### src/rtl/loader_pkg.sv
////////////////////////////////////////
// Serial loader shared types
////////////////////////////////////////

package loader_pkg;

    typedef logic [7:0] byte_t;

    // command bytes sent by the host
    typedef enum logic [7:0] {
        op_write = 8'h57,  // 'W'
        op_read  = 8'h52   // 'R'
    } opcode_e;

    typedef enum logic [2:0] {
        st_opcode,
        st_addr_hi,
        st_addr_lo,
        st_len,
        st_payload,
        st_wait      // command pending or read reply running
    } decode_state_e;

    typedef struct packed {
        opcode_e     opcode;
        logic [15:0] addr;
        byte_t       len;
    } cmd_t;

    typedef struct packed {
        logic        write;
        logic [15:0] addr;  // ram decodes the low bits only
        byte_t       data;
    } mem_req_t;

endpackage

### src/rtl/uart_tx.sv
////////////////////////////////////////
// UART transmitter, 8N1
////////////////////////////////////////

module uart_tx #(
    parameter int clks_per_bit = 16
) (
    input  logic              clk,
    input  logic              reset,
    input  loader_pkg::byte_t tx_data,
    input  logic              tx_start,
    output logic              tx,
    output logic              tx_busy
);

    localparam int cnt_w = $clog2(clks_per_bit);

    logic [cnt_w-1:0] baud_cnt;
    logic [3:0]       bit_cnt;  // 0 is the start bit, 9 the stop bit
    logic [8:0]       shift;    // data bits then stop bit

    always_ff @(posedge clk) begin
        if (reset) begin
            tx       <= 1'b1;
            tx_busy  <= 1'b0;
            baud_cnt <= '0;
            bit_cnt  <= '0;
        end else if (!tx_busy) begin
            if (tx_start) begin
                shift    <= {1'b1, tx_data};
                tx       <= 1'b0;
                tx_busy  <= 1'b1;
                baud_cnt <= '0;
                bit_cnt  <= '0;
            end
        end else if (baud_cnt == cnt_w'(clks_per_bit - 1)) begin
            baud_cnt <= '0;
            if (bit_cnt == 4'd9) begin
                tx_busy <= 1'b0;  // stop bit finished
            end else begin
                tx      <= shift[0];
                shift   <= {1'b1, shift[8:1]};
                bit_cnt <= bit_cnt + 1'b1;
            end
        end else begin
            baud_cnt <= baud_cnt + 1'b1;
        end
    end

endmodule

### config.mk
export PLATFORM = sky130hd
export DESIGN_NAME = uart_tx
export DESIGN_NICKNAME = d
export VERILOG_FILES = /design/src/rtl/loader_pkg.sv /design/src/rtl/uart_tx.sv
export SDC_FILE = /design/constraint.sdc
export NUM_CORES = 1
export LEC_CHECK = 0
export BUFFER_PORTS_ARGS = -buffer_cell sky130_fd_sc_hd__buf_2
export CAP_MARGIN = 30
export CORE_UTILIZATION = 52
export CTS_BUF_LIST = sky130_fd_sc_hd__clkbuf_4 sky130_fd_sc_hd__clkbuf_8
export CTS_CLUSTER_DIAMETER = 120
export DETAILED_ROUTE_END_ITERATION = 7
export PLACE_DENSITY = 0.77
export SYNTH_ARGS = -nofsm -noshare
export SYNTH_HDL_FRONTEND = slang
export SYNTH_SLANG_ARGS = --single-unit
### constraint.sdc
create_clock -name clk -period 1.6 [get_ports clk]
set_input_delay 0.24 -clock clk [delete_from_list [all_inputs] [get_ports clk]]
set_output_delay 0.24 -clock clk [all_outputs]
set_load 0.02 [all_outputs]
==> flow_summary.toml, run 1 <==
[outcome]
status = "finished clean"

[drt]
drt_wl_total_um = 1428
drt-pass1-iter-count = 4
route.vias.total = 624
ant_nets = 0
drc = 0
viasPerCell = 5.571
first_iter_violations = 15
wl_per_cell_um = 12.75

[sta]
hold_ws_ns = 0.1976
rsz0062_at_grt = "true"
hold_viol_final = 0
finalClockSkew_ns = 0.003072
tightest_slew_ns = 0.3968
relSlewSlack_pct = 72.86
fmax_ghz = 0.6528
drv_slew = 0
setup_viol = 0
setup_ws_ns = 0.06820
timing.final.crit_share_pct = 95.74
finalCriticalPeriod_ns = 1.532

[synthesis]
synth_edf_count = 8
ys_types = 35
synthTopCellsByCount = "dfxtp_1, edfxtp_1, mux2_2"
ys_warn_count = 0
syn_area_per_cell_um2 = 11.47
synth-seq-cells = 18
ys_seq_area_share_pct = 49.86
yosys.cell_count.top_type = "dfxtp_1"
ys_top_cells_by_area = "edfxtp_1, dfxtp_1, mux2_2"
syn_nets = 91
synth_largest_area_cell = "edfxtp_1"
synth_top_area_share_pct = 27.20
async_reset_ff_share_pct = 0
synthCells = 77
synth_area_um2 = 883.3
synth_flop_cell = "dfxtp_1"

[placed_design]
routabilityCongestion = 0.7902
dp_slack_ns = 0.06847
io_buffers = 12
place_area_um2 = 993.5
hpwl_um = 1078

[clock_tree]
clk_latency_ns = 0.29
clk_pin_slew_worst_paths_ns = 0.11
cts_max_level = 1
cts.sinks = 18
cts_made_buffers = 3
cts_tree = "done"
post_cts_buffers = 0
cts-root-buf = "clkbuf_4"
post_cts_resized = 0
clockBufferDepth = 2
ctsHoldBuffers = 0

[critical_path]
cp-endpoint = "bit_cnt[1]"
endpoint_kind = "flip-flop"
critPathRequiredTime_ns = 1.79
reg2reg_to = "bit_cnt[1]"
reg2regPathDepth = 6
r2r-start = "bit_cnt[1]"
startpoint_type = "flip-flop"
worst-path-max-fanout = 3
cp-startpoint = "bit_cnt[1]"
rrSetupSlack_ns = 0.07
cp.arrival_ns = 1.72
crit_type = "flip-flop to flip-flop"

[global_route]
grt_pass1_vias = 619
grt_overflow = 0
grt_usage_pct = 18.18
grt_first_pass_wirelength_um = 2518
grt_max_degree = 13
antenna_found_initial = 0

[flow_run]
drv_cap = 0

[floorplan]
rows = 14
dieWidth_um = 43.22
placeableCoreArea_um2 = 1541
ios = 13
die_area_um2 = 1868
initial_utilization_pct = 57.31
die_h_um = 43.22

[hold_path]
min_path_type = "input port to flip-flop"

[layout]
drive_above_1_share_pct = 39.58
syn2layout_area_growth_pct = 15.58
final_cell_area_um2 = 1021
diodes = 0
nNetsFinal = 111
fin_util_pct = 66.23
fillers = 131

[power_and_ir_drop]
power.density_nw_per_um2 = 807.3
p_leak_nw = 0.4108
peakVddDrop_v = 0.0005185
cell families (layout without fill, tap and decap cells):
logic type               after synthesis  in the layout  synth area share [%]
flip-flops                            18             18                 49.86
adder cells (fa/ha/maj)                3              3                 4.250
multiplexers                          11             11                 14.73
buffers and inverters                  7             26                 3.540
AO/OA/AOI/OAI                         12             12                 9.066
AND/OR/NAND/NOR                       26             26                 18.56
report_power, final:
| part | switching, W | internal [W] |
|---|---|---|
| Clock | 0.000143 | 0.0000907 |
| Sequential | 0.00000747 | 0.000498 |
| Combinational | 0.0000439 | 0.0000416 |
| Total | 0.000194 | 0.000630 |
state kept, by name, indices dropped and copies added (netlist names):
name	flops
baud_cnt	4
bit_cnt	4
shift	8
tx	1
tx_busy	1
routing by layer:
layer  up-vias  global-route usage, %  wire, um
li1        320                      -         -
met1       283                  23.64       730
met2        15                  28.36       618
met3         6                  2.553        38
met4         0                  10.91        42
met5         -                      0         0
per-stage QoR:
stage,std cells,total power (W),setup TNS (ns)
2_1_floorplan,77,0.0005725,0
3_3_place_gp,108,0.0006003,0
3_5_place_dp,108,0.0006016,0
4_1_cts,112,0.0008285,0
5_1_grt,112,0.0008497,-0.1725
6_report,112,0.0008242,0
how the worst min path moves through the flow:
| stage | depth (start not counted) | slack, ns | end | from |
|---|---|---|---|---|
| 2_1_floorplan | 1 | 0.42 | shift[7] | tx_data[7] |
| 4_1_cts | 2 | 0.20 | shift[7] | tx_data[7] |
| 5_1_grt | 2 | 0.20 | shift[7] | tx_data[7] |
| 3_5_place_dp | 2 | 0.48 | baud_cnt[0] | baud_cnt[0] |
| 6_report | 2 | 0.20 | shift[7] | tx_data[7] |
| 3_3_place_gp | 2 | 0.48 | baud_cnt[0] | baud_cnt[0] |
worst max-delay path, stage by stage (launching register included):
cell and delay [ns]:
dfxtp_2 0.34, inv_1 0.05, ha_1 0.18, and3b_1 0.22
nor3_4 0.18, buf_4 0.16, mux2_4 0.29
layout make-up:
type | count | area, um2 | share of cell area, %
sequential | 18 | 441.7 | 43.26
multi-input combinational | 52 | 412.9 | 40.44
timing repair buffer | 18 | 105.1 | 10.29
clock buffer | 3 | 22.52 | 2.206
tap | 16 | 20.02 | 1.961
inverter | 4 | 15.01 | 1.471
clock inverter | 1 | 3.754 | 0.3676
layout by cell type (no fill, tap or decap), types with 2 or more instances in the layout:
| master | n |
|---|---|
| nand2b_1 | 2 |
| a21oi_1 | 6 |
| ha_1 | 3 |
| edfxtp_1 | 8 |
| and3_1 | 2 |
| nor2_1 | 5 |
| dfxtp_1 | 9 |
| inv_1 | 3 |
| mux2_4 | 2 |
| mux2_2 | 7 |
| buf_2 | 12 |
| buf_4 | 6 |
| nand4_1 | 3 |
| clkbuf_4 | 3 |
| a211oi_1 | 2 |
| nand3_1 | 2 |
Power figures use the tool's default switching activity.
==> run 2: changes to the inputs <==
--- a/config.mk
+++ b/config.mk
@@ -7,11 +7,13 @@
 export LEC_CHECK = 0
 export BUFFER_PORTS_ARGS = -buffer_cell sky130_fd_sc_hd__buf_2
 export CAP_MARGIN = 30
-export CORE_UTILIZATION = 52
+export CELL_PAD_IN_SITES_DETAIL_PLACEMENT = 1
+export CELL_PAD_IN_SITES_GLOBAL_PLACEMENT = 1
+export CORE_UTILIZATION = 41
 export CTS_BUF_LIST = sky130_fd_sc_hd__clkbuf_4 sky130_fd_sc_hd__clkbuf_8
 export CTS_CLUSTER_DIAMETER = 120
 export DETAILED_ROUTE_END_ITERATION = 7
-export PLACE_DENSITY = 0.77
+export PLACE_DENSITY_LB_ADDON = 0.1
 export SYNTH_ARGS = -nofsm -noshare
 export SYNTH_HDL_FRONTEND = slang
 export SYNTH_SLANG_ARGS = --single-unit
==> flow_summary.toml, run 2 (synthesis gave the netlist of run 1 again) <==
[outcome]
status = "finished clean"

[sta]
tightest_slew_ns = 0.3976
hold_viol_final = 0
hold_ws_ns = 0.2196
relSlewSlack_pct = 72.81
setup_viol = 0
fmax_ghz = 0.6460
tns_ns = 0
finalClockSkew_ns = 0.006301
drv_slew = 0
timing.final.crit_share_pct = 96.75
finalCriticalPeriod_ns = 1.548

[clock_tree]
cts_max_level = 1
clk_latency_ns = 0.29
cts.sinks = 18
ctsHoldBuffers = 0
cts_tree = "done"
clockBufferDepth = 2
cts_made_buffers = 3
cts-root-buf = "clkbuf_4"
clk_pin_slew_worst_paths_ns = 0.10

[critical_path]
path_cells = "inv_2 > ha_4 > and3b_2 > nor3_4 > buf_6 > mux2_4"
critPathSlowestCell = "dfxtp_2"
crit_type = "flip-flop to flip-flop"
path_buf_inv = 2
slowest_delay_ns = 0.36
critPathRequiredTime_ns = 1.78
endpoint_kind = "flip-flop"
cp.arrival_ns = 1.73
critPathTopFamily = "simple AND/OR/NAND/NOR gates"
worst-path-max-fanout = 3
startpoint_type = "flip-flop"

[layout]
drive_above_1_share_pct = 48.48
syn2layout_area_growth_pct = 23.37
fin_util_pct = 54.44
nNetsFinal = 114
largest_reg_flops = 8
fillers = 230
regMostFlops = "shift"
diodes = 0
final_cell_area_um2 = 1090
layout_common_cells = "buf_2, buf_4, edfxtp_1"
final_cells = 126
reg_top3 = "shift x8, baud_cnt x4, bit_cnt x4"
final_common_cell = "buf_2"

[drt]
drc = 0
ant_nets = 0
drt_wl_total_um = 1895
first_iter_violations = 8
drt-pass1-iter-count = 3
viasPerCell = 5.230
wl_per_cell_um = 15.04
route.vias.total = 659

[power_and_ir_drop]
p_leak_nw = 0.4290
power.share.clock_pct = 29.7
power.switching_w = 0.0001958
peakVddDrop_v = 0.0005436
combPwrFrac_pct = 10.9
power.density_nw_per_um2 = 782.6
swShare_pct = 22.96
seqPwrFrac_pct = 59.5
cell_internal_pwr_w = 0.0006571

[global_route]
grt_usage_pct = 17.14
grt_first_pass_wirelength_um = 3056
grt_pass1_vias = 697
grt_overflow = 0
antenna_found_initial = 0
grt_max_degree = 13

[placed_design]
routabilityCongestion = 0.7726
place_area_um2 = 999.7
hpwl_um = 1394
post-place-cells = 118
io_buffers = 12

[floorplan]
die_area_um2 = 2344
ios = 13
placeableCoreArea_um2 = 2002
rows = 16
die_h_um = 48.42
initial_utilization_pct = 44.12
dieWidth_um = 48.42

[hold_path]
min_path_type = "input port to flip-flop"

[flow_run]
drv_cap = 0
-- run 2: cell types whose count changed in the layout (fill, tap and decap cells not counted), moves of 2 or more --
cell,change
buf_4,+2
dfxtp_1,-2
dfxtp_2,+2
ha_1,-2
-- run 2: metrics by stage --
stage	setup WS [ns]	total power, W
after floorplan	0.03617	0.0005725
after global placement	0.07301	0.0006039
after detailed placement	0.01299	0.0006084
after CTS	-0.001411	0.0008621
after global routing	-0.005156	0.0008964
final	0.05198	0.0008529
-- run 2: area by class of cell --
class | count | area [um2] | area share [%]
Tap cell | 27 | 33.78 | 3.100
Sequential cell | 18 | 444.2 | 40.76
Multi-Input combinational cell | 52 | 435.4 | 39.95
Timing Repair Buffer | 21 | 131.4 | 12.06
Inverter | 4 | 15.01 | 1.378
Clock buffer | 4 | 30.03 | 2.755
-- run 2: per-layer routing --
metal  up-vias  track usage (%)  part of all wire [%]
met4         0            7.353                  0.74
met3         2            1.887                   1.7
met2         7            32.39                    51
li1        326                -                     -
met5         -                0                     0
met1       324            19.28                    46
-- run 2: power by group through the flow --
stage | clock network (W) | logic, W | registers [W]
finish | 0.000253 | 0.0000926 | 0.000507
global route | 0.000285 | 0.000103 | 0.000509
CTS | 0.000264 | 0.0000909 | 0.000507
detailed placement | 0 | 0.0000907 | 0.000518
global placement | 0 | 0.0000875 | 0.000516
floorplan | 0 | 0.0000545 | 0.000518
-- run 2: worst register-to-register path, delay by kind of cell (launching register included) --
kind	cells	cell delay [ns]
adders and majority gates	1	0.15
buffers and inverters	2	0.19
DFF	1	0.36
muxes	1	0.28
and+or+nand+nor	2	0.47
-- run 2: path summary, 6_finish.rpt --
check	startpoint	end	slack, ns	cells past startpoint
setup / recovery	bit_cnt[1]	bit_cnt[0]	0.05	6
hold / removal	tx_data[7]	shift[7]	0.22	2
setup reg to reg	bit_cnt[1]	bit_cnt[0]	0.05	6
hold reg to reg	baud_cnt[0]	baud_cnt[0]	0.49	2
-- run 2: timing repair --
item	4_1_cts	5_1_grt
pin swaps	0	2
buffers inserted	0	4
gates resized for setup	0	10
endpoints found under the setup margin	3	10
==> run 3: changes to the inputs <==
--- a/config.mk
+++ b/config.mk
@@ -9,10 +9,12 @@
 export CAP_MARGIN = 30
 export CELL_PAD_IN_SITES_DETAIL_PLACEMENT = 1
 export CELL_PAD_IN_SITES_GLOBAL_PLACEMENT = 1
+export CORE_MARGIN = 2
 export CORE_UTILIZATION = 41
 export CTS_BUF_LIST = sky130_fd_sc_hd__clkbuf_4 sky130_fd_sc_hd__clkbuf_8
 export CTS_CLUSTER_DIAMETER = 120
 export DETAILED_ROUTE_END_ITERATION = 7
+export GPL_TIMING_DRIVEN = 0
 export PLACE_DENSITY_LB_ADDON = 0.1
 export SYNTH_ARGS = -nofsm -noshare
 export SYNTH_HDL_FRONTEND = slang
==> constraint.sdc (replaced) <==
create_clock -name clk -period 1.6 [get_ports clk]
set_input_delay 0.24 -clock clk [delete_from_list [all_inputs] [get_ports clk]]
set_output_delay 0.24 -clock clk [all_outputs]
set_load 0.005 [all_outputs]
==> flow_summary.toml, run 3 (synthesis gave the netlist of run 1 again) <==
[sta]
fmax_ghz = 0.6213
tns_ns = -0.01087
rsz0062_at_grt = "true"
timing.final.crit_share_pct = 100.6
relSlewSlack_pct = 71.07
finalCriticalPeriod_ns = 1.609
tightest_slew_ns = 0.4340
setup_ws_ns = -0.009437
drv_slew = 0
setup_viol = 2
hold_viol_final = 0
finalClockSkew_ns = 0.001458

[critical_path]
path_buf_inv = 2
worst-path-max-fanout = 3
slowest_delay_ns = 0.35
reg2regPathDepth = 6
reg2reg_to = "bit_cnt[1]"
crit_type = "flip-flop to flip-flop"
r2r-start = "bit_cnt[1]"
startpoint_type = "flip-flop"
critPathSlowestCell = "dfxtp_2"
cp.arrival_ns = 1.80
rrSetupSlack_ns = -0.009
endpoint_kind = "flip-flop"
critPathTopFamily = "simple AND/OR/NAND/NOR gates"
path_cells = "inv_2 > ha_4 > and3b_2 > nor3_4 > buf_6 > mux2_4"
critPathRequiredTime_ns = 1.79

[clock_tree]
cts_max_level = 1
cts_made_buffers = 3
cts.sinks = 18
clk_pin_slew_worst_paths_ns = 0.10
cts-root-buf = "clkbuf_4"
cts_tree = "done"
clockBufferDepth = 2
clk_latency_ns = 0.29

[global_route]
antenna_found_initial = 0
met3_usage_pct = 3.571
grt_usage_pct = 16.12
grt_pass1_vias = 685
grt_first_pass_wirelength_um = 3056
met1_usage_pct = 19.58
grt_max_degree = 11
busiest_layer = "met2"
grt_util_met2_pct = 28.07
grt_overflow = 0

[floorplan]
die_h_um = 50.42
ios = 13
placeableCoreArea_um2 = 2002
initial_utilization_pct = 44.12
dieWidth_um = 50.42
die_area_um2 = 2542
rows = 16

[power_and_ir_drop]
p_leak_nw = 0.4340
peakVddDrop_v = 0.0005047
power.density_nw_per_um2 = 740.0

[layout]
drive_above_1_share_pct = 49.50
fillers = 231
final_common_cell = "buf_2"
fin_util_pct = 55.69
layout_common_cells = "buf_2, edfxtp_1, buf_4, mux2_2"
syn2layout_area_growth_pct = 26.20
diodes = 0
regMostFlops = "shift"
reg_top3 = "shift x8, baud_cnt x4, bit_cnt x4"
nNetsFinal = 116
largest_reg_flops = 8

[placed_design]
io_buffers = 12
hpwl_um = 1257
routabilityCongestion = 0.7153
dp_slack_ns = -0.1282

[outcome]
status = "finished, violations left"
violations = "negative setup slack"

[drt]
drc = 0
route.vias.total = 677
viasPerCell = 5.289
wl_per_cell_um = 15.48
ant_nets = 0
first_iter_violations = 4
drt_wl_total_um = 1982
drt-pass1-iter-count = 2

[hold_path]
hold_end = "shift[7]"
min-delay-start = "tx_data[7]"
min_path_type = "input port to flip-flop"
holdPathStages = 2

[flow_run]
drv_cap = 0
-- run 3: cell count changes in the layout (fill, tap and decap cells not counted) --
cell	before	now
clkbuf_1	0	1
nand3_1	2	1
clkbuf_4	4	3
nand3_4	0	1
clkinv_1	0	1
buf_6	1	2
buf_4	8	7
dfxtp_1	7	6
dfxtp_4	0	1
buf_2	12	13
-- run 3: metal layers --
| metal | routed length, um | vias up |
|---|---|---|
| li1 | - | 331 |
| met1 | 770 | 322 |
| met2 | 1069 | 16 |
| met3 | 66 | 8 |
| met4 | 76 | 0 |
| met5 | 0 | - |
-- run 3: worst register-to-register path, delay by kind of cell, from the launching register on --
kind	cells	cell delay, ns
adder cells (fa/ha/maj)	1	0.15
multiplexers	1	0.28
flip-flops	1	0.35
AND/OR/NAND/NOR	2	0.53
buffers and inverters	2	0.20
-- run 3: power breakdown --
group	internal (W)	switching [W]
registers	0.000497	0.00000737
logic	0.0000422	0.0000444
clock network	0.0000907	0.000144
total	0.000629	0.000195
-- run 3: worst max-delay path by stage --
stage	startpoint	to	depth (start not counted)	slack [ns]
global route	bit_cnt[1]	bit_cnt[1]	6	-0.04
floorplan	bit_cnt[1]	shift[0]	5	0.04
CTS	bit_cnt[0]	bit_cnt[1]	5	0.002
global placement	bit_cnt[1]	shift[6]	5	-0.11
detailed placement	bit_cnt[1]	shift[7]	5	-0.13
finish	bit_cnt[1]	bit_cnt[1]	6	-0.009
-- run 3: layout make-up --
| class | count | area [um2] | share of cell area [%] |
|---|---|---|---|
| Buffer | 3 | 16.27 | 1.459 |
| Clock buffer | 3 | 22.52 | 2.020 |
| Clock inverter | 1 | 3.754 | 0.3367 |
| Inverter | 4 | 15.01 | 1.347 |
| Multi-Input combinational cell | 52 | 447.9 | 40.18 |
| Sequential cell | 18 | 447.9 | 40.18 |
| Tap cell | 27 | 33.78 | 3.030 |
| Timing Repair Buffer | 20 | 127.6 | 11.45 |
-- run 3: timing repair --
action | in CTS | in global routing
setup buffers | 3 | 5
endpoints found under the setup margin | 8 | 11
pin swaps | 1 | 3
hold buffers | 0 | 0
endpoints found under the hold margin | 0 | 0
resized for setup | 2 | 13
-- run 3: per-stage QoR --
step	cells	hold slack, ns	power, W	instance area [um2]
2_1_floorplan	77	0.4182	0.0005683	884.6
3_3_place_gp	116	0.4754	0.0005980	978.4
3_5_place_dp	116	0.4967	0.0006016	978.4
4_1_cts	123	0.2014	0.0008335	1035
5_1_grt	128	0.2017	0.0008596	1115
6_report	128	0.2029	0.0008249	1115
